<file path="src/hw/core_cfg.svh">
`ifndef CORE_CFG_SVH
`define CORE_CFG_SVH

// datapath and address width
`define XLEN 32
// register index width, 32 architectural registers
`define REG_AW 5
// data memory depth in 32-bit words
`define DMEM_WORDS 256
`define RESET_PC 32'h0000_0000 // first fetch address out of reset

`endif
</file>
<file path="src/hw/pipe_pkg.sv">
package pipe_pkg;

    // operand source chosen by the hazard unit, newest data wins
    typedef enum logic [1:0] {
        FWD_NONE = 2'b00, // value read in decode
        FWD_WB   = 2'b01, // mem/wb result
        FWD_MEM  = 2'b10  // ex/mem alu result
    } fwd_sel_e;

    // control bundle that rides along with each instruction
    // an all-zero bundle is a bubble
    typedef struct packed {
        logic valid;     // stage holds a real instruction
        logic reg_write; // writes rd at write-back
        logic load;
        logic store;
        logic branch;    // beq, resolved in ex
        logic use_rs1;   // rs1 is a real source
        logic use_rs2;   // rs2 is a real source
        logic alu_sub;
        logic use_imm;   // second alu operand is the immediate
    } ctrl_t;

endpackage

</file>
<file path="src/hw/hazard_unit.sv">
`timescale 1ns/1ps
`include "core_cfg.svh"

module hazard_unit import pipe_pkg::*; (
    input  logic [`REG_AW-1:0] rd_m,
    input  logic [`REG_AW-1:0] rd_w,
    input  logic [`REG_AW-1:0] rs1_e,
    input  logic [`REG_AW-1:0] rs2_e,
    input  logic               rs1_used_e,  // ex instruction really reads rs1
    input  logic               rs2_used_e,  // ex instruction really reads rs2
    input  logic               reg_write_m,
    input  logic               reg_write_w,
    input  logic               load_m,      // load sitting in mem
    input  logic               store_e,     // store sitting in ex
    input  logic               branch_taken,
    output logic               stall,
    output logic               flush,
    output fwd_sel_e           fwd_rs1,
    output fwd_sel_e           fwd_rs2,
    output logic               fwd_ls       // registered in mem, patches store data one cycle on
);

    logic hit_m_rs1, hit_m_rs2; // mem stage writes the register ex wants
    logic hit_w_rs1, hit_w_rs2;

    always_comb begin
        hit_m_rs1 = reg_write_m && (rd_m != '0) && (rd_m == rs1_e);
        hit_m_rs2 = reg_write_m && (rd_m != '0) && (rd_m == rs2_e);
        hit_w_rs1 = reg_write_w && (rd_w != '0) && (rd_w == rs1_e);
        hit_w_rs2 = reg_write_w && (rd_w != '0) && (rd_w == rs2_e);

        fwd_rs1 = FWD_NONE;
        fwd_rs2 = FWD_NONE;
        if (rs1_used_e) begin
            if (hit_m_rs1)
                fwd_rs1 = FWD_MEM; // younger producer first
            else if (hit_w_rs1)
                fwd_rs1 = FWD_WB;
        end
        if (rs2_used_e) begin
            if (hit_m_rs2)
                fwd_rs2 = FWD_MEM;
            else if (hit_w_rs2)
                fwd_rs2 = FWD_WB;
        end

        // store data waiting on a load in mem can be taken from wb next cycle
        fwd_ls = store_e && load_m && hit_m_rs2;

        // sync dmem, load data only exists from wb on
        // store data on rs2 is exempt, covered by fwd_ls
        stall = load_m && ((rs1_used_e && (rd_m == rs1_e)) ||
                           (rs2_used_e && !store_e && (rd_m == rs2_e)));

        flush = branch_taken; // kill the instruction being fetched
    end

endmodule

</file>
<file path="config.mk">
export PLATFORM = sky130hd
export DESIGN_NAME = hazard_unit
export DESIGN_NICKNAME = d
export VERILOG_FILES = /design/src/hw/pipe_pkg.sv /design/src/hw/hazard_unit.sv
export VERILOG_INCLUDE_DIRS = /design/src /design/src/hw
export SDC_FILE = /design/constraint.sdc
export NUM_CORES = 1
export LEC_CHECK = 0
export BUFFER_PORTS_ARGS = -buffer_cell sky130_fd_sc_hd__buf_2
export CAP_MARGIN = 20
export CORE_AREA = 8 8 45 47
export DETAILED_ROUTE_END_ITERATION = 10
export DIE_AREA = 0 0 53 55
export PLACE_DENSITY_LB_ADDON = 0.08
export SLEW_MARGIN = 5
export SYNTH_ARGS = -nofsm -noshare
export SYNTH_HDL_FRONTEND = slang
export SYNTH_SLANG_ARGS = --single-unit
</file>
<file path="constraint.sdc">
create_clock -name vclk -period 3.73
set_clock_uncertainty 0.2 [all_clocks]
set_input_delay 0.746 -clock vclk [all_inputs]
set_output_delay 0.746 -clock vclk [all_outputs]
set_load 0.01 [all_outputs]
</file>
==> impl_metrics.xml <==
<?xml version="1.0" encoding="UTF-8"?>
<metrics>
  <group name="timing">
    <metric name="min_period" unit="ns">2.94</metric>
    <metric name="unrepaired_setup_endpoints_after_global_routing" unit="">false</metric>
    <metric name="finalMaxSlewViolations" unit="">0</metric>
    <metric name="max_slew_headroom_at_the_worst_pin" unit="%">78.3</metric>
    <metric name="report.final.setup_viol" unit="">0</metric>
    <metric name="part_of_the_cycle_the_worst_path_needs" unit="%">78.8</metric>
    <metric name="fin_setup_tns" unit="ns">0</metric>
    <metric name="hold_viol_final" unit="">0</metric>
    <metric name="achievable-frequency" unit="MHz">340</metric>
    <metric name="max_slew.worst_pin.slew" unit="ns">0.322</metric>
  </group>
  <group name="detailed_routing">
    <metric name="totalWireLength" unit="mm">1.18</metric>
    <metric name="antenna_left" unit="">0</metric>
    <metric name="firstDrtPassIters" unit="">1</metric>
    <metric name="vias_per_cell" unit="">4.38</metric>
    <metric name="routed-via-count" unit="">399</metric>
    <metric name="drc_violation_count_after_routing" unit="">0</metric>
    <metric name="routed_wire_length_per_instance" unit="um">12.9</metric>
    <metric name="detail_route.iter0.violations" unit="">0</metric>
  </group>
  <group name="global_route">
    <metric name="grt_busiest_layer" unit="">met2</metric>
    <metric name="globalRouteTotalUtil" unit="%">7.85</metric>
    <metric name="antenna_violations_before_repair" unit="">0</metric>
    <metric name="grt_max_degree" unit="">4</metric>
    <metric name="gr-usage-met1" unit="%">9.20</metric>
    <metric name="grt_pass1_vias" unit="">452</metric>
    <metric name="wire_length_of_the_first_global_routing_pass" unit="mm">1.87</metric>
    <metric name="grtUsageMet2" unit="%">13.7</metric>
    <metric name="overflow" unit="">0</metric>
    <metric name="groute.layer.met3.usage" unit="%">3.48</metric>
  </group>
  <group name="layout">
    <metric name="antenna_cells" unit="">0</metric>
    <metric name="most-common-layout-cells" unit="">buf_2 (32), xnor2_1 (12), xor2_1 (8), nand3_1 (5), nor3_2 (3)</metric>
    <metric name="layout.filler_cells" unit="">161</metric>
    <metric name="sequential_cell_area" unit="um^2">0</metric>
    <metric name="final_design_area_no_fill" unit="um^2">502</metric>
    <metric name="layout_area_overhead" unit="%">52.5</metric>
    <metric name="numSequentialCells" unit="">0</metric>
    <metric name="fin_nets" unit="">104</metric>
    <metric name="fin_util" unit="%">36.3</metric>
    <metric name="num-clock-buffers" unit="">0</metric>
    <metric name="post_route_cells_drive_above_1_share" unit="%">48.0</metric>
    <metric name="layout_commonest_cell" unit="">buf_2</metric>
  </group>
  <group name="min_path">
    <metric name="hold_removal_path_class" unit="">input port to output pin</metric>
  </group>
  <group name="job">
    <metric name="drv.max_cap_violation_count" unit="">0</metric>
  </group>
  <group name="synthesis">
    <metric name="syn_area" unit="um^2">329</metric>
    <metric name="synth_nets" unit="">71</metric>
    <metric name="synth_cells" unit="">44</metric>
    <metric name="synth_unique_cells" unit="">16</metric>
    <metric name="synth_sequential_area_ratio" unit="%">0</metric>
    <metric name="yosys_warnings" unit="">0</metric>
    <metric name="synth_area_per_cell" unit="um^2">7.48</metric>
  </group>
  <group name="pwr">
    <metric name="cellLeakagePower" unit="uW">0.000232</metric>
    <metric name="cellInternalPower" unit="uW">25.4</metric>
    <metric name="combinationalPowerShare" unit="%">100.0</metric>
    <metric name="power_density" unit="nW/um^2">99.1</metric>
    <metric name="net-switching-power" unit="uW">24.3</metric>
    <metric name="sequential_share_of_power" unit="%">0</metric>
    <metric name="ir_drop" unit="mV">0.0313</metric>
    <metric name="switching_share" unit="%">48.9</metric>
    <metric name="power_frac_clock" unit="%">0</metric>
  </group>
  <group name="run_status">
    <metric name="run_status" unit="">completed</metric>
  </group>
  <group name="setup_path">
    <metric name="worstSetupEndpointType" unit="">output pin</metric>
    <metric name="cp_data_arrival_time" unit="ns">1.99</metric>
    <metric name="required_time_at_the_endpoint_of_the_critical_path" unit="ns">2.78</metric>
    <metric name="critPathKind" unit="">input port to output pin</metric>
    <metric name="crit_path_start_kind" unit="">input port</metric>
    <metric name="worstPathMaxFanout" unit="">3</metric>
  </group>
  <group name="placement">
    <metric name="placed_inst_area" unit="um^2">502</metric>
    <metric name="io_buffer_count" unit="">32</metric>
    <metric name="globalplace.congestion" unit="">0.705</metric>
    <metric name="dpl.hpwl" unit="mm">1.14</metric>
  </group>
  <group name="floorplanning">
    <metric name="floorplan.rows" unit="">14</metric>
    <metric name="die_width" unit="um">53</metric>
    <metric name="core_region_area" unit="um^2">1380</metric>
    <metric name="die_height" unit="um">55</metric>
    <metric name="initial_core_util" unit="%">23.8</metric>
    <metric name="design.portCount" unit="">34</metric>
    <metric name="die_area" unit="um^2">2920</metric>
  </group>
  <group name="clock_tree">
    <metric name="cts_post_setup_buffers_inserted" unit="">0</metric>
    <metric name="post_cts_hold_buffer_count" unit="">0</metric>
    <metric name="ctsResizeCount" unit="">0</metric>
  </group>
</metrics>
==> cell families after synthesis <==
group / count (synthesis) / synth area share [%]
and+or+nand+nor: 20 / 38.0
xor gates and xnor gates: 20 / 53.2
AOI/OAI and AO/OA: 3 / 6.46
buffers and inverters: 1 / 2.28
==> cell usage after synthesis, drive strengths merged <==
library cell   n  share of area (%)
nand3          5                7.6
o21ai          2                4.2
nor2           1                1.1
or4            2                4.6
nor3           5                 12
xnor2         12                 32
and3           1                1.9
nand2          2                2.3
o21a           1                2.3
nor4           2                3.8
nor4b          1                2.7
xor2           8                 21
buf            1                2.3
and2           1                1.9
==> worst max-delay path, stage by stage <==
cell and delay, ns:
buf_2 0.12, or4_1 0.54, o21ai_2 0.19, nor3_2 0.09, and3_1 0.18, buf_2 0.13
==> worst paths after layout <==
| kind | from | end | slack, ns | cells past startpoint |
|---|---|---|---|---|
| setup / recovery | rd_m[1] | fwd_ls | 0.79 | 6 |
| hold / removal | branch_taken | flush | 1.29 | 0 |
==> per-layer routing <==
metal	routed length (um)	vias up
met1	496	159
met4	0	0
met3	181	0
li1	-	217
met5	0	-
met2	499	23
==> power by group through the flow <==
| stage | clock network, uW | registers, uW | logic [uW] |
|---|---|---|---|
| after floorplan | 0 | 0 | 26.0 |
| after global placement | 0 | 0 | 50.7 |
| after detailed placement | 0 | 0 | 50.5 |
| after CTS | 0 | 0 | 50.8 |
| after global routing | 0 | 0 | 55.9 |
| final | 0 | 0 | 49.7 |
==> layout make-up <==
cell class	count	area [um^2]	area share (%)
multi-input cells	43	322	64.1
repair buffers	32	160	31.9
well taps	16	20.0	3.99
==> metrics by stage <==
stage | std cells | total power [uW] | hold slack, ns | worst slack (ns)
2_1_floorplan | 44 | 26.0 | 1.38 | 1.03
3_3_place_gp | 91 | 50.7 | 1.29 | 0.804
3_5_place_dp | 91 | 50.5 | 1.29 | 0.772
4_1_cts | 91 | 50.8 | 1.29 | 0.772
5_1_grt | 91 | 55.9 | 1.29 | 0.716
6_report | 91 | 49.7 | 1.29 | 0.789
(Power assumes the default switching activity.)
