[src/hw/core_cfg.svh]
`ifndef CORE_CFG_SVH
`define CORE_CFG_SVH

// datapath and address width
`define XLEN 32
// register index width, 32 architectural registers
`define REG_AW 5
// data memory depth in 32-bit words
`define DMEM_WORDS 256
`define RESET_PC 32'h0000_0000 // first fetch address out of reset

`endif
[src/hw/pipe_pkg.sv]
package pipe_pkg;

    // operand source chosen by the hazard unit, newest data wins
    typedef enum logic [1:0] {
        FWD_NONE = 2'b00, // value read in decode
        FWD_WB   = 2'b01, // mem/wb result
        FWD_MEM  = 2'b10  // ex/mem alu result
    } fwd_sel_e;

    // control bundle that rides along with each instruction
    // an all-zero bundle is a bubble
    typedef struct packed {
        logic valid;     // stage holds a real instruction
        logic reg_write; // writes rd at write-back
        logic load;
        logic store;
        logic branch;    // beq, resolved in ex
        logic use_rs1;   // rs1 is a real source
        logic use_rs2;   // rs2 is a real source
        logic alu_sub;
        logic use_imm;   // second alu operand is the immediate
    } ctrl_t;

endpackage

[src/hw/pipe_if.sv]
`timescale 1ns/1ps
`include "core_cfg.svh"

// one pipeline register boundary, written by the older stage and read by the younger
interface pipe_if import pipe_pkg::*; ();

    ctrl_t                ctrl;
    logic [`XLEN-1:0]     pc;
    logic [`REG_AW-1:0]   rs1;        // source indices, for the hazard unit
    logic [`REG_AW-1:0]   rs2;
    logic [`REG_AW-1:0]   rd;
    logic [`XLEN-1:0]     op_a;       // register values as read in decode
    logic [`XLEN-1:0]     op_b;
    logic [`XLEN-1:0]     imm;        // sign extended
    logic [`XLEN-1:0]     alu_result; // sum, difference or address
    logic [`XLEN-1:0]     store_data;

    modport src (output ctrl, pc, rs1, rs2, rd, op_a, op_b, imm, alu_result, store_data);
    modport dst (input  ctrl, pc, rs1, rs2, rd, op_a, op_b, imm, alu_result, store_data);

endinterface

[src/hw/execute_stage.sv]
`timescale 1ns/1ps
`include "core_cfg.svh"

module execute_stage import pipe_pkg::*; (
    input  logic             clk,
    input  logic             rst,
    pipe_if.dst              de,
    pipe_if.src              em,
    input  fwd_sel_e         fwd_rs1,
    input  fwd_sel_e         fwd_rs2,
    input  logic [`XLEN-1:0] wb_data,
    input  logic             stall,
    output logic             branch_taken,
    output logic [`XLEN-1:0] branch_target
);

    logic [`XLEN-1:0] op_a, op_b;     // operands after forwarding
    logic [`XLEN-1:0] alu_b, alu_out;
    logic [`XLEN-1:0] hold_a, hold_b; // operands caught during a load-use stall
    logic             held;           // last cycle was a stall

    // a producer that was in wb during the stall has left by now,
    // so the held copy stands in for the stale id/ex value
    function automatic logic [`XLEN-1:0] pick_operand(
        input fwd_sel_e         sel,
        input logic [`XLEN-1:0] id_val,
        input logic [`XLEN-1:0] hold_val
    );
        case (sel)
            FWD_MEM: return em.alu_result;
            FWD_WB:  return wb_data;
            default: return held ? hold_val : id_val;
        endcase
    endfunction

    always_comb begin
        op_a    = pick_operand(fwd_rs1, de.op_a, hold_a);
        op_b    = pick_operand(fwd_rs2, de.op_b, hold_b);
        alu_b   = de.ctrl.use_imm ? de.imm : op_b;
        alu_out = de.ctrl.alu_sub ? (op_a - alu_b) : (op_a + alu_b); // add, sub or address

        // operands are not final while stalled
        branch_taken  = de.ctrl.valid && de.ctrl.branch && (op_a == op_b) && !stall;
        branch_target = de.pc + de.imm;
    end

    always_ff @(posedge clk) begin
        if (rst)
            held <= 1'b0;
        else
            held <= stall;
    end

    always_ff @(posedge clk) begin
        if (stall) begin
            hold_a <= op_a;
            hold_b <= op_b;
        end
    end

    // ex/mem register, bubble inserted behind a stalled instruction
    always_ff @(posedge clk) begin
        if (rst || stall)
            em.ctrl <= '0;
        else
            em.ctrl <= de.ctrl;
    end

    always_ff @(posedge clk) begin
        em.rd         <= de.rd;
        em.alu_result <= alu_out;
        em.store_data <= op_b; // sw data is rs2
    end

    // fields this boundary does not carry
    assign em.pc   = '0;
    assign em.rs1  = '0;
    assign em.rs2  = '0;
    assign em.op_a = '0;
    assign em.op_b = '0;
    assign em.imm  = '0;

endmodule

[src/flat_wrapper.sv]
// flat-port wrapper written by rule: the top's interface ports become plain ports
module execute_stage_flat import pipe_pkg::*;
  (clk, rst, fwd_rs1, fwd_rs2, wb_data, stall, branch_taken, branch_target, de_ctrl, de_pc, de_rs1, de_rs2, de_rd, de_op_a, de_op_b, de_imm, de_alu_result, de_store_data, em_ctrl, em_pc, em_rs1, em_rs2, em_rd, em_op_a, em_op_b, em_imm, em_alu_result, em_store_data);
  pipe_if de_i ();
  pipe_if em_i ();
  input  logic clk;
  input  logic rst;
  input  fwd_sel_e fwd_rs1;
  input  fwd_sel_e fwd_rs2;
  input  logic [`XLEN-1:0] wb_data;
  input  logic stall;
  output logic branch_taken;
  output logic [`XLEN-1:0] branch_target;
  input wire logic [$bits(de_i.ctrl)-1:0] de_ctrl;
  input wire logic [$bits(de_i.pc)-1:0] de_pc;
  input wire logic [$bits(de_i.rs1)-1:0] de_rs1;
  input wire logic [$bits(de_i.rs2)-1:0] de_rs2;
  input wire logic [$bits(de_i.rd)-1:0] de_rd;
  input wire logic [$bits(de_i.op_a)-1:0] de_op_a;
  input wire logic [$bits(de_i.op_b)-1:0] de_op_b;
  input wire logic [$bits(de_i.imm)-1:0] de_imm;
  input wire logic [$bits(de_i.alu_result)-1:0] de_alu_result;
  input wire logic [$bits(de_i.store_data)-1:0] de_store_data;
  output wire logic [$bits(em_i.ctrl)-1:0] em_ctrl;
  output wire logic [$bits(em_i.pc)-1:0] em_pc;
  output wire logic [$bits(em_i.rs1)-1:0] em_rs1;
  output wire logic [$bits(em_i.rs2)-1:0] em_rs2;
  output wire logic [$bits(em_i.rd)-1:0] em_rd;
  output wire logic [$bits(em_i.op_a)-1:0] em_op_a;
  output wire logic [$bits(em_i.op_b)-1:0] em_op_b;
  output wire logic [$bits(em_i.imm)-1:0] em_imm;
  output wire logic [$bits(em_i.alu_result)-1:0] em_alu_result;
  output wire logic [$bits(em_i.store_data)-1:0] em_store_data;
  assign de_i.ctrl = de_ctrl;
  assign de_i.pc = de_pc;
  assign de_i.rs1 = de_rs1;
  assign de_i.rs2 = de_rs2;
  assign de_i.rd = de_rd;
  assign de_i.op_a = de_op_a;
  assign de_i.op_b = de_op_b;
  assign de_i.imm = de_imm;
  assign de_i.alu_result = de_alu_result;
  assign de_i.store_data = de_store_data;
  assign em_ctrl = em_i.ctrl;
  assign em_pc = em_i.pc;
  assign em_rs1 = em_i.rs1;
  assign em_rs2 = em_i.rs2;
  assign em_rd = em_i.rd;
  assign em_op_a = em_i.op_a;
  assign em_op_b = em_i.op_b;
  assign em_imm = em_i.imm;
  assign em_alu_result = em_i.alu_result;
  assign em_store_data = em_i.store_data;
  execute_stage u_core (.clk(clk), .rst(rst), .de(de_i), .em(em_i), .fwd_rs1(fwd_rs1), .fwd_rs2(fwd_rs2), .wb_data(wb_data), .stall(stall), .branch_taken(branch_taken), .branch_target(branch_target));
endmodule
[config.mk]
export PLATFORM = sky130hd
export DESIGN_NAME = execute_stage_flat
export DESIGN_NICKNAME = d
export VERILOG_FILES = /design/src/hw/pipe_pkg.sv /design/src/hw/pipe_if.sv /design/src/hw/execute_stage.sv /design/src/flat_wrapper.sv
export VERILOG_INCLUDE_DIRS = /design/src /design/src/hw
export SDC_FILE = /design/constraint.sdc
export NUM_CORES = 1
export LEC_CHECK = 0
export BUFFER_PORTS_ARGS = -buffer_cell sky130_fd_sc_hd__clkbuf_2
export CAP_MARGIN = 10
export CORE_AREA = 2 2 193 195
export CTS_CLUSTER_SIZE = 14
export DETAILED_ROUTE_END_ITERATION = 8
export DIE_AREA = 0 0 195 197
export PLACE_DENSITY_LB_ADDON = 0.2
export SLEW_MARGIN = 20
export SYNTH_ARGS = -nofsm -noshare
export SYNTH_HDL_FRONTEND = slang
export SYNTH_SLANG_ARGS = --single-unit
export TNS_END_PERCENT = 20
[constraint.sdc]
create_clock -name clk -period 9.5 [get_ports clk]
set_clock_uncertainty 0.2 [all_clocks]
set_input_delay 1.9 -clock clk [delete_from_list [all_inputs] [get_ports clk]]
set_output_delay 1.9 -clock clk [all_outputs]
set_load 0.01 [all_outputs]
==> impl_metrics.tcl <==
set metrics [dict create \
    run_status "complete, no violations" \
    grt_setup_unrepaired "false" \
    timing_worst_slew_pin_value_ps 908.5 \
    gr-usage-all-layers 0.1976 \
    sw_frac_of_total 0.4057 \
    pwr-share-comb 0.432 \
    initial_utilization 0.3096 \
    total_power_w 0.002786 \
    grt_overflow_total 0 \
    setup_tns_ps 0 \
    synth.avg_cell_area_sq_um 9.262 \
    syn-cell-area_sq_um 11230 \
    ys_seq_area_frac 0.3121 \
    cap_violations 0 \
    grt_start_max_net_pins 58 \
    power.clock.fraction 0.248 \
    root_buffer "sky130_fd_sc_hd__clkbuf_16" \
    ir_drop_mv 0.1173 \
    synth.top_cell.area_share 0.1712 \
    antenna_found_initial 7 \
    cp_max_fo 36 \
    finalHoldWorstSlack_ps 517.4 \
    wl_per_cell_microns 20.22 \
    timing.critical_path.to "branch_taken" \
    cts_repair_resize_count 0 \
    cts.clk_slew.worst_paths_ps 70 \
    timing.final.max_slew_violations 0 \
    grt_pass1_vias 9093 \
    max_clock_freq_mhz 130.5 \
    synth.largest_area_cell "sky130_fd_sc_hd__edfxtp_1" \
    drc 0 \
    port_buffers 291 \
    setup_viol 0 \
    critPathLaunchType "input port" \
    synth-warning-count 0 \
    power_report.internal_total_w 0.001656 \
    drt_antenna_net_count 0 \
    crit_required_ps 7400 \
    timing_hold_violations_final 0 \
    worstReg2RegStart "u_core.held" \
    period_share 0.8066 \
    flow.area_growth_from_synthesis_pct 17.20 \
    clk_latency_ps 440 \
    power_switching_w 0.001130 \
    power.sequential.fraction 0.320 \
    rrSetupSlack_ps 3210 \
    count_of_unique_library_cells_instantiated_by_yosys 69 \
    worst_setup_path_startpoint "fwd_rs2[0]" \
    gpl.final_weighted_congestion 0.8342 \
    synth_edf_count 64 \
    avgViaCountPerCell 4.976 \
    cts.hold.buffers_added 0 \
    dp_hpwl_microns 31490 \
    ffs_w_async_s_r_synth 0 \
    synthTopCellsByCount "sky130_fd_sc_hd__buf_4, sky130_fd_sc_hd__a21oi_1, sky130_fd_sc_hd__mux2i_1, sky130_fd_sc_hd__dfxtp_1, sky130_fd_sc_hd__ha_1" \
    rr_worst_depth 17 \
    cts.htree.levels 4 \
    floorplan.rows 70 \
    wire_length_of_the_first_global_routing_pass_microns 56970 \
    synth_top_cells_by_area "sky130_fd_sc_hd__edfxtp_1, sky130_fd_sc_hd__dfxtp_1, sky130_fd_sc_hd__buf_4" \
    final.min_clock_period_ps 7663 \
    die-height_microns 197 \
    flops_latches_synth 143 \
    arrival_ps 5560 \
    worst_setup_path_end_kind "primary output" \
    cts.sink_count 143 \
    power_per_cell_area_nw_per_um2 211.8 \
    final_routed_wirelength_across_all_metal_layers_microns 39680 \
    hold_class "flip-flop to flip-flop" \
    numCtsBuffers 17 \
    core_region_area_sq_um 36260 \
    fp.dieArea_sq_um 38420 \
    die-width_microns 195 \
    power.leakage_nw 5.975 \
    crit_type "input port to primary output" \
    via_count 9763 \
    clock_path_buffers 2 \
    drt_iter0_markers 595 \
    top_level_i_o_count 504 \
    tritoncts "done" \
    synth_most_common_cell "sky130_fd_sc_hd__buf_4" \
    layout_cell_share_with_drive_strength_beyond_1 0.2371 \
    post-cts-setup-buffers 0 \
    postSynthCellCount 1212 \
    crit-reg2reg-capture "u_core.em.alu_result[30]" \
    timing.slew.headroom 0.3943 \
    drt_pre_antenna_iters 6 \
    nNetsFinal 1807 \
    yosys_most_used_dff "sky130_fd_sc_hd__dfxtp_1" \
]
-- how the worst min path moves through the flow --
| stage | from | end | slack [ps] | cells past startpoint |
|---|---|---|---|---|
| 2_1_floorplan | u_core.hold_b[10] | u_core.em.store_data[10] | 440 | 2 |
| 3_3_place_gp | u_core.hold_b[14] | u_core.em.store_data[14] | 500 | 2 |
| 3_5_place_dp | u_core.hold_b[16] | u_core.em.store_data[16] | 510 | 2 |
| 4_1_cts | u_core.hold_b[16] | u_core.em.store_data[16] | 530 | 2 |
| 5_1_grt | u_core.hold_b[16] | u_core.em.store_data[16] | 570 | 2 |
| 6_report | u_core.hold_b[16] | u_core.em.store_data[16] | 520 | 2 |
-- layout by cell type, fill, tap and decap left out, types with 7 or more instances in the layout --
cell type / instances
sky130_fd_sc_hd__a21o_1: 15
sky130_fd_sc_hd__a21oi_1: 132
sky130_fd_sc_hd__a221oi_1: 61
sky130_fd_sc_hd__a31oi_1: 14
sky130_fd_sc_hd__and2_1: 12
sky130_fd_sc_hd__and3_1: 7
sky130_fd_sc_hd__buf_4: 7
sky130_fd_sc_hd__clkbuf_16: 18
sky130_fd_sc_hd__clkbuf_2: 290
sky130_fd_sc_hd__conb_1: 138
sky130_fd_sc_hd__dfxtp_1: 78
sky130_fd_sc_hd__edfxtp_1: 64
sky130_fd_sc_hd__ha_1: 71
sky130_fd_sc_hd__inv_1: 32
sky130_fd_sc_hd__mux2i_1: 97
sky130_fd_sc_hd__nand2_1: 49
sky130_fd_sc_hd__nand2b_1: 9
sky130_fd_sc_hd__nand3_1: 19
sky130_fd_sc_hd__nand4_1: 8
sky130_fd_sc_hd__nor2_1: 66
sky130_fd_sc_hd__nor2b_1: 10
sky130_fd_sc_hd__nor3_1: 15
sky130_fd_sc_hd__nor4_1: 7
sky130_fd_sc_hd__o21a_1: 13
sky130_fd_sc_hd__o21ai_0: 39
sky130_fd_sc_hd__o21bai_1: 9
sky130_fd_sc_hd__xnor2_1: 50
sky130_fd_sc_hd__xor2_1: 62
-- critical path: stages --
cell	delay, ps
sky130_fd_sc_hd__clkbuf_2	90
sky130_fd_sc_hd__inv_1	40
sky130_fd_sc_hd__ha_2	780
sky130_fd_sc_hd__buf_4	510
sky130_fd_sc_hd__mux2i_1	680
sky130_fd_sc_hd__xor2_1	190
sky130_fd_sc_hd__nor4_1	340
sky130_fd_sc_hd__nand4_1	140
sky130_fd_sc_hd__nor4_1	580
sky130_fd_sc_hd__clkbuf_2	270
-- stage by stage --
| step | setup WS [ps] | area, sq um | util | std cells |
|---|---|---|---|---|
| 2_1_floorplan | 2696 | 11740 | - | 1349 |
| 3_3_place_gp | 1822 | 12560 | 0.3463 | 1925 |
| 3_5_place_dp | 1971 | 12560 | 0.3463 | 1925 |
| 4_1_cts | 2017 | 13140 | 0.3625 | 1957 |
| 5_1_grt | 1705 | 13150 | 0.3626 | 1958 |
| 6_report | 1837 | 13160 | 0.3628 | 1962 |
-- power by group through the flow --
stage,clock (W),combinational [W],sequential (W)
after floorplan,0,0.000764,0.000919
after global placement,0,0.00119,0.000902
after detailed placement,0,0.00119,0.000904
after CTS,0.000702,0.00120,0.000891
after global routing,0.000725,0.00132,0.000907
final,0.000690,0.00120,0.000892
-- kinds of logic after synthesis --
family | count (synthesis) | synth area share
AO/OA/AOI/OAI | 339 | 0.2025
AND/OR/NAND/NOR | 219 | 0.09619
multiplexers | 99 | 0.08950
other | 1 | 0.0003341
XOR/XNOR | 112 | 0.08738
buffers and inverters | 223 | 0.1259
flip-flops | 143 | 0.3121
adder cells (fa/ha/maj) | 76 | 0.08605
-- state kept, by name, indices dropped and copies added, names as in the netlist --
name and flops:
u_core.em.rd 5, u_core.em.alu_result 32, u_core.hold_b 32, u_core.em.ctrl 9, u_core.em.store_data 32, u_core.held 1
u_core.hold_a 32
-- routing by layer --
metal | share of wire | vias up | wire, microns | track usage
met5 | 0.00071 | - | 28 | 0
met1 | 0.48 | 4557 | 19200 | 0.2824
met4 | 0.016 | 4 | 622 | 0.05146
met2 | 0.43 | 435 | 16890 | 0.2962
met3 | 0.074 | 35 | 2942 | 0.04791
li1 | - | 4732 | - | -
-- area by class of cell --
cell class,instances,area (sq um)
Timing Repair Buffer,298,1509
Tap cell,468,585.6
Clock buffer,19,454.2
Clock inverter,13,133.9
Antenna cell,5,12.51
Multi-Input combinational cell,983,6830
Fill cell,3778,23100
Sequential cell,143,3507
Inverter,33,123.9
Power figures use the tool's default switching activity.
