<file path="src/hw/core_cfg.svh">
`ifndef CORE_CFG_SVH
`define CORE_CFG_SVH

// datapath and address width
`define XLEN 32
// register index width, 32 architectural registers
`define REG_AW 5
// data memory depth in 32-bit words
`define DMEM_WORDS 256
`define RESET_PC 32'h0000_0000 // first fetch address out of reset

`endif
</file>
<file path="src/hw/pipe_pkg.sv">
package pipe_pkg;

    // operand source chosen by the hazard unit, newest data wins
    typedef enum logic [1:0] {
        FWD_NONE = 2'b00, // value read in decode
        FWD_WB   = 2'b01, // mem/wb result
        FWD_MEM  = 2'b10  // ex/mem alu result
    } fwd_sel_e;

    // control bundle that rides along with each instruction
    // an all-zero bundle is a bubble
    typedef struct packed {
        logic valid;     // stage holds a real instruction
        logic reg_write; // writes rd at write-back
        logic load;
        logic store;
        logic branch;    // beq, resolved in ex
        logic use_rs1;   // rs1 is a real source
        logic use_rs2;   // rs2 is a real source
        logic alu_sub;
        logic use_imm;   // second alu operand is the immediate
    } ctrl_t;

endpackage

</file>
<file path="src/hw/isa_pkg.sv">
package isa_pkg;

    // major opcodes of the supported rv32i subset
    localparam logic [6:0] OP_REG    = 7'b0110011; // add, sub
    localparam logic [6:0] OP_IMM    = 7'b0010011; // addi
    localparam logic [6:0] OP_LOAD   = 7'b0000011; // lw
    localparam logic [6:0] OP_STORE  = 7'b0100011; // sw
    localparam logic [6:0] OP_BRANCH = 7'b1100011; // beq

    localparam logic [2:0] F3_ADD  = 3'b000; // add, sub, addi
    localparam logic [2:0] F3_WORD = 3'b010; // lw, sw
    localparam logic [2:0] F3_BEQ  = 3'b000;
    localparam logic [6:0] F7_ADD  = 7'b0000000;
    localparam logic [6:0] F7_SUB  = 7'b0100000;

    typedef struct packed {
        logic [6:0] funct7;
        logic [4:0] rs2;
        logic [4:0] rs1;
        logic [2:0] funct3;
        logic [4:0] rd;
        logic [6:0] opcode;
    } r_fmt_t;

    typedef struct packed {
        logic [11:0] imm;
        logic [4:0]  rs1;
        logic [2:0]  funct3;
        logic [4:0]  rd;
        logic [6:0]  opcode;
    } i_fmt_t;

    // store immediate is split around rs2/rs1
    typedef struct packed {
        logic [6:0] imm_hi;  // imm[11:5]
        logic [4:0] rs2;
        logic [4:0] rs1;
        logic [2:0] funct3;
        logic [4:0] imm_lo;  // imm[4:0], sits where rd would be
        logic [6:0] opcode;
    } s_fmt_t;

    typedef struct packed {
        logic       imm_12;
        logic [5:0] imm_10_5;
        logic [4:0] rs2;
        logic [4:0] rs1;
        logic [2:0] funct3;
        logic [3:0] imm_4_1;
        logic       imm_11;  // odd one out, bit 7 of the word
        logic [6:0] opcode;
    } b_fmt_t;

    // one instruction word, four views
    typedef union packed {
        r_fmt_t r_fmt;
        i_fmt_t i_fmt;
        s_fmt_t s_fmt;
        b_fmt_t b_fmt;
    } instr_u;

endpackage

</file>
<file path="src/hw/pipe_if.sv">
`timescale 1ns/1ps
`include "core_cfg.svh"

// one pipeline register boundary, written by the older stage and read by the younger
interface pipe_if import pipe_pkg::*; ();

    ctrl_t                ctrl;
    logic [`XLEN-1:0]     pc;
    logic [`REG_AW-1:0]   rs1;        // source indices, for the hazard unit
    logic [`REG_AW-1:0]   rs2;
    logic [`REG_AW-1:0]   rd;
    logic [`XLEN-1:0]     op_a;       // register values as read in decode
    logic [`XLEN-1:0]     op_b;
    logic [`XLEN-1:0]     imm;        // sign extended
    logic [`XLEN-1:0]     alu_result; // sum, difference or address
    logic [`XLEN-1:0]     store_data;

    modport src (output ctrl, pc, rs1, rs2, rd, op_a, op_b, imm, alu_result, store_data);
    modport dst (input  ctrl, pc, rs1, rs2, rd, op_a, op_b, imm, alu_result, store_data);

endinterface

</file>
<file path="src/hw/decode_stage.sv">
`timescale 1ns/1ps
`include "core_cfg.svh"

module decode_stage import isa_pkg::*, pipe_pkg::*; (
    input  logic               clk,
    input  logic               rst,
    output logic [`XLEN-1:0]   imem_addr,
    input  logic [31:0]        imem_data,
    input  logic               stall,
    input  logic               flush,
    input  logic               branch_taken,
    input  logic [`XLEN-1:0]   branch_target,
    pipe_if.src                de,
    input  logic               wb_we,
    input  logic [`REG_AW-1:0] wb_rd,
    input  logic [`XLEN-1:0]   wb_data
);

    logic [`XLEN-1:0]   pc_q;
    instr_u             instr;
    ctrl_t              ctrl_d;
    logic [`XLEN-1:0]   imm_d;
    logic [`REG_AW-1:0] rd_d;
    logic [`XLEN-1:0]   rd1, rd2;
    logic is_reg, is_imm, is_load, is_store, is_branch;

    assign imem_addr = pc_q;
    assign instr     = imem_data; // answered combinationally by imem

    always_ff @(posedge clk) begin
        if (rst)
            pc_q <= `RESET_PC;
        else if (branch_taken)
            pc_q <= branch_target; // redirect from ex
        else if (!stall)
            pc_q <= pc_q + `XLEN'd4;
    end

    regfile regfile_inst (
        .clk (clk),
        .rst (rst),
        .rs1 (instr.r_fmt.rs1),
        .rs2 (instr.r_fmt.rs2),
        .rd1 (rd1),
        .rd2 (rd2),
        .we  (wb_we),
        .wa  (wb_rd),
        .wd  (wb_data)
    );

    always_comb begin
        // recognise the subset, anything else becomes a bubble
        is_reg    = (instr.r_fmt.opcode == OP_REG) && (instr.r_fmt.funct3 == F3_ADD) &&
                    ((instr.r_fmt.funct7 == F7_ADD) || (instr.r_fmt.funct7 == F7_SUB));
        is_imm    = (instr.i_fmt.opcode == OP_IMM)    && (instr.i_fmt.funct3 == F3_ADD);
        is_load   = (instr.i_fmt.opcode == OP_LOAD)   && (instr.i_fmt.funct3 == F3_WORD);
        is_store  = (instr.s_fmt.opcode == OP_STORE)  && (instr.s_fmt.funct3 == F3_WORD);
        is_branch = (instr.b_fmt.opcode == OP_BRANCH) && (instr.b_fmt.funct3 == F3_BEQ);

        ctrl_d.valid     = is_reg | is_imm | is_load | is_store | is_branch;
        ctrl_d.reg_write = is_reg | is_imm | is_load;
        ctrl_d.load      = is_load;
        ctrl_d.store     = is_store;
        ctrl_d.branch    = is_branch;
        ctrl_d.use_rs1   = ctrl_d.valid;                   // every op in the subset reads rs1
        ctrl_d.use_rs2   = is_reg | is_store | is_branch;
        ctrl_d.alu_sub   = is_reg && (instr.r_fmt.funct7 == F7_SUB);
        ctrl_d.use_imm   = is_imm | is_load | is_store;

        // immediate, taken through the view matching the opcode
        if (is_imm || is_load)
            imm_d = {{(`XLEN-12){instr.i_fmt.imm[11]}}, instr.i_fmt.imm};
        else if (is_store)
            imm_d = {{(`XLEN-12){instr.s_fmt.imm_hi[6]}}, instr.s_fmt.imm_hi, instr.s_fmt.imm_lo};
        else if (is_branch)
            imm_d = {{(`XLEN-13){instr.b_fmt.imm_12}}, instr.b_fmt.imm_12, instr.b_fmt.imm_11,
                     instr.b_fmt.imm_10_5, instr.b_fmt.imm_4_1, 1'b0};
        else
            imm_d = '0;

        // for sw/beq those bits are immediate, not a destination
        rd_d = ctrl_d.reg_write ? instr.r_fmt.rd : '0;
    end

    always_ff @(posedge clk) begin
        if (rst || flush)
            de.ctrl <= '0; // bubble
        else if (!stall)
            de.ctrl <= ctrl_d;
    end

    // id/ex payload, held while stalled
    always_ff @(posedge clk) begin
        if (!stall) begin
            de.pc   <= pc_q;
            de.rs1  <= instr.r_fmt.rs1;
            de.rs2  <= instr.r_fmt.rs2;
            de.rd   <= rd_d;
            de.op_a <= rd1;
            de.op_b <= rd2;
            de.imm  <= imm_d;
        end
    end

    assign de.alu_result = '0; // produced in ex
    assign de.store_data = '0;

endmodule

</file>
<file path="src/hw/regfile.sv">
`timescale 1ns/1ps
`include "core_cfg.svh"

module regfile (
    input  logic               clk,
    input  logic               rst,
    input  logic [`REG_AW-1:0] rs1,
    input  logic [`REG_AW-1:0] rs2,
    output logic [`XLEN-1:0]   rd1,
    output logic [`XLEN-1:0]   rd2,
    input  logic               we,
    input  logic [`REG_AW-1:0] wa,
    input  logic [`XLEN-1:0]   wd
);

    logic [`XLEN-1:0] regs [1:31]; // x0 has no storage

    // x0 reads zero, a same-cycle write is passed straight through
    function automatic logic [`XLEN-1:0] read_port(input logic [`REG_AW-1:0] idx);
        if (idx == '0)
            return '0;
        else if (we && (wa == idx))
            return wd;
        else
            return regs[idx];
    endfunction

    always_ff @(posedge clk) begin
        if (rst) begin
            for (int i = 1; i < 32; i++)
                regs[i] <= '0;
        end else if (we && (wa != '0)) begin // writes to x0 dropped
            regs[wa] <= wd;
        end
    end

    always_comb begin
        rd1 = read_port(rs1);
        rd2 = read_port(rs2);
    end

endmodule

</file>
<file path="src/flat_wrapper.sv">
// flat-port wrapper written by rule: the top's interface ports become plain ports
module decode_stage_flat import isa_pkg::*, pipe_pkg::*;
  (clk, rst, imem_addr, imem_data, stall, flush, branch_taken, branch_target, wb_we, wb_rd, wb_data, de_ctrl, de_pc, de_rs1, de_rs2, de_rd, de_op_a, de_op_b, de_imm, de_alu_result, de_store_data);
  pipe_if de_i ();
  input  logic clk;
  input  logic rst;
  output logic [`XLEN-1:0] imem_addr;
  input  logic [31:0] imem_data;
  input  logic stall;
  input  logic flush;
  input  logic branch_taken;
  input  logic [`XLEN-1:0] branch_target;
  input  logic wb_we;
  input  logic [`REG_AW-1:0] wb_rd;
  input  logic [`XLEN-1:0] wb_data;
  output wire logic [$bits(de_i.ctrl)-1:0] de_ctrl;
  output wire logic [$bits(de_i.pc)-1:0] de_pc;
  output wire logic [$bits(de_i.rs1)-1:0] de_rs1;
  output wire logic [$bits(de_i.rs2)-1:0] de_rs2;
  output wire logic [$bits(de_i.rd)-1:0] de_rd;
  output wire logic [$bits(de_i.op_a)-1:0] de_op_a;
  output wire logic [$bits(de_i.op_b)-1:0] de_op_b;
  output wire logic [$bits(de_i.imm)-1:0] de_imm;
  output wire logic [$bits(de_i.alu_result)-1:0] de_alu_result;
  output wire logic [$bits(de_i.store_data)-1:0] de_store_data;
  assign de_ctrl = de_i.ctrl;
  assign de_pc = de_i.pc;
  assign de_rs1 = de_i.rs1;
  assign de_rs2 = de_i.rs2;
  assign de_rd = de_i.rd;
  assign de_op_a = de_i.op_a;
  assign de_op_b = de_i.op_b;
  assign de_imm = de_i.imm;
  assign de_alu_result = de_i.alu_result;
  assign de_store_data = de_i.store_data;
  decode_stage u_core (.clk(clk), .rst(rst), .imem_addr(imem_addr), .imem_data(imem_data), .stall(stall), .flush(flush), .branch_taken(branch_taken), .branch_target(branch_target), .de(de_i), .wb_we(wb_we), .wb_rd(wb_rd), .wb_data(wb_data));
endmodule
</file>
<file path="config.mk">
export PLATFORM = sky130hd
export DESIGN_NAME = decode_stage_flat
export DESIGN_NICKNAME = d
export VERILOG_FILES = /design/src/hw/pipe_pkg.sv /design/src/hw/isa_pkg.sv /design/src/hw/pipe_if.sv /design/src/hw/decode_stage.sv /design/src/hw/regfile.sv /design/src/flat_wrapper.sv
export VERILOG_INCLUDE_DIRS = /design/src /design/src/hw
export SDC_FILE = /design/constraint.sdc
export NUM_CORES = 2
export LEC_CHECK = 0
export BUFFER_PORTS_ARGS = -buffer_cell sky130_fd_sc_hd__buf_2
export CAP_MARGIN = 10
export CORE_MARGIN = 3
export CORE_UTILIZATION = 50
export DETAILED_ROUTE_END_ITERATION = 6
export MAX_ROUTING_LAYER = met4
export PLACE_DENSITY = 0.68
export SLEW_MARGIN = 25
export SYNTH_ARGS = -nofsm -noshare
export SYNTH_HDL_FRONTEND = slang
export SYNTH_HIERARCHICAL = 1
export SYNTH_SLANG_ARGS = --single-unit
</file>
<file path="constraint.sdc">
create_clock -name clk -period 6.5 [get_ports clk]
set_input_delay 0.975 -clock clk [delete_from_list [all_inputs] [get_ports clk]]
set_output_delay 0.975 -clock clk [all_outputs]
set_load 0.03 [all_outputs]
</file>
==> run metrics <==
post-synthesis sequential area ratio=57.3%; Pleak=24.4 nW; clk slew on worst S/H paths=60 ps; worst-case reg-to-reg path depth=5; Die W=357 um; EDFF count, synth=1148; CP Max Fanout=33; H-tree Lvls=4; PostCTS Resize Cnt=0; Crit path depth=4; antenna violations before repair=19; Fmax=0.268 GHz; first-pass GRT wire length=297000 um; final WL=214000 um; length of the first detailed-routing pass in iterations=6; GRT Overall Usage=34.2%; Final Hold Fails=0; CP delay by family, top=simple AND/OR/NAND/NOR gates; drc violations=0; mean post-synth cell area=14.4 um^2; worst setup path startpoint=rst; Netlist cell types=72; hold_buf cts=0; CP endpoint=u_core/regfile_inst/regs[23][29]; CTS tree=yes; Worst-Margin Slew=1120 ps; layout cell share with drive strength beyond 1=24.0%; relative slew slack=25.2%; Tcrit/Tclk final=57.4%; Tmin final=3730 ps; fin. max-slew vios=0; Area after DPL=64100 um^2; share of synthesized registers carrying an async set or reset=0%; total gr overflow=0; largest net degree at the start of global routing=86; pwr/cell area=277 nW/um^2; unrepaired setup endpoints after global routing=false; Mapped Area=61500 um^2; yosys warns=6; CTS Buf Count=134; Final setup viols=0; crit-path max cell delay=970 ps; Area growth syn-to-layout=11.2%; Root Driver=clkbuf_16; GPL Wtd Cong=0.928; CP Class=in2reg; worst path cell trace=buf_2 > nand4b_1 > nor2_4 > or2_2; number of global-route vias before repair=39.3k; core box area=122000 um^2; leading cell type in the layout, fill and taps excluded=edfxtp_1; die area=127000 um^2; DR iter-0 viols=6315; Top Ports=355; postcts setup bufs=0; flop2flop setup slack=3820 ps; R2R Path End=u_core/de.op_a[20]; #FFs+latches synth=1188; vias per cell=6.79; Buf+Inv Stages, Crit Path=1; Critical-path top delay cell=nor2_4; nets=4464; CP Launch Type=input port; highest-count cells in the layout ignoring fill and taps=edfxtp_1, and2_1, mux4_2, mux2i_1, buf_2; hpwl dp=128000 um; Max-cap violations=0; fin area=68400 um^2; Critical Path End Type=register; Worst-Skew Late Latency=770 ps; Final Skew=40.8 ps; total number of vias=41.4k; reg-to-reg startpoint=u_core/regfile_inst/regs[12][20]; final worst slack=2770 ps; Mapped Cells=4262; DIE HEIGHT=357 um; CTS sink cnt=1188; Clock Path Buffers=3; Top FF cell, synth=edfxtp_1; input/output buffers=290; critical path required time=6870 ps; Hold Crit Class=reg2reg; post-route antenna net violation count=0; peak supply drop=295 uV; # rows=128; drt wl/cell=35.1 um; Final TNS setup=0 ps; Crit path arrival time=4110 ps; status=complete, no violations; initial core utilization=50.4%; dpl ws=1900 ps
-- power by group --
part           switching, W  internal (W)  total [W]  leakage [nW]
Combinational       0.00152      0.000812    0.00233          11.0
Clock               0.00315       0.00435    0.00750          2.09
Sequential         0.000272       0.00887    0.00914          11.3
-- worst min path at each step --
stage	depth (start not counted)	end	slack, ps	startpoint
floorplan	2	u_core/de.ctrl[1]	590	u_core/de.ctrl[1]
global placement	0	u_core/de.pc[0]	430	u_core/imem_addr[0]
detailed placement	0	u_core/de.pc[0]	450	u_core/imem_addr[0]
CTS	3	u_core/imem_addr[15]	440	branch_target[15]
global route	3	u_core/imem_addr[3]	460	branch_target[3]
finish	0	u_core/de.pc[0]	450	u_core/imem_addr[0]
-- cells in the mapped netlist (6+ instances only) --
cell type / number / area [um^2]
o31ai_1: 9 / 67.6
inv_1: 7 / 26.3
a311oi_1: 8 / 70.1
buf_6: 8 / 90.1
mux2i_1: 285 / 2850
clkbuf_1: 316 / 1190
o221a_2: 19 / 214
a211oi_1: 16 / 120
nor4_1: 8 / 50.1
buf_2: 69 / 345
xnor2_1: 13 / 114
o22ai_1: 41 / 257
or4_1: 10 / 75.1
xor2_1: 8 / 70.1
nand2_1: 60 / 225
buf_1: 16 / 60.1
a22o_1: 56 / 490
a2111oi_0: 24 / 210
a221o_1: 14 / 140
a22oi_1: 133 / 998
a31oi_1: 9 / 56.3
mux4_2: 388 / 8740
nand4_1: 13 / 81.3
or3_1: 10 / 62.6
and2_1: 1007 / 6300
buf_4: 105 / 788
or2_2: 35 / 219
a32oi_1: 10 / 87.6
nor3_1: 8 / 40.0
nand3b_1: 6 / 45.0
o211ai_1: 11 / 82.6
edfxtp_1: 1148 / 34500
dfxtp_1: 40 / 801
nand3_1: 26 / 130
nor2_1: 75 / 282
o21ai_0: 29 / 145
nor2b_1: 7 / 43.8
a21oi_1: 96 / 480
o221ai_1: 42 / 368
nand2b_1: 9 / 56.3
-- through the flow --
step / util, % / power (W) / cells / hold WS (ps)
after floorplan: - / 0.0107 / 4356 / 589
after global placement: 52.5 / 0.0115 / 5844 / 434
after detailed placement: 52.5 / 0.0116 / 5844 / 452
after CTS: 56.0 / 0.0190 / 6077 / 438
after global routing: 56.1 / 0.0194 / 6090 / 459
final: 56.1 / 0.0190 / 6094 / 453
-- state kept, by name, summed over array words and instances, names as in the netlist --
| signal | flops |
|---|---|
| u_core/de.ctrl | 8 |
| u_core/de.imm | 13 |
| u_core/de.op_a | 32 |
| u_core/de.op_b | 32 |
| u_core/de.pc | 32 |
| u_core/de.rd | 5 |
| u_core/de.rs1 | 5 |
| u_core/de.rs2 | 5 |
| u_core/imem_addr | 32 |
| u_core/regfile_inst/regs | 1024 |
-- metal layers --
metal	routed length [um]	share of wire [%]	vias to the layer above	global-route usage [%]
met4	14200	6.6	0	19.6
met1	76300	36	21000	44.4
met3	28800	13	615	9.21
met2	94700	44	3312	48.8
met5	0	0	-	-
li1	-	-	16500	-
-- cells by family (layout without fill, tap and decap cells) --
logic type / Yosys count / in the layout / share of synthesized area [%]
and+or+nand+nor: 1301 / 1301 / 12.7
DFF: 1188 / 1188 / 57.3
muxes: 678 / 678 / 18.9
AOI/OAI and AO/OA: 548 / 548 / 6.61
buffers and inverters: 523 / 620 / 4.07
xor gates and xnor gates: 21 / 21 / 0.299
other: 2 / 112 / 0.0122
adders and majority gates: 1 / 1 / 0.0203
-- final cells by class --
cell class	instances	area (um^2)
Antenna cell	16	40.0
Clock buffer	159	3520
Clock inverter	74	737
Fill cell	9731	53600
Inverter	9	38.8
Multi-Input combinational cell	2645	24500
Sequential cell	1188	35300
Tap cell	1625	2030
Timing Repair Buffer	378	2320
Note: power is estimated with default switching activity, not from simulation.
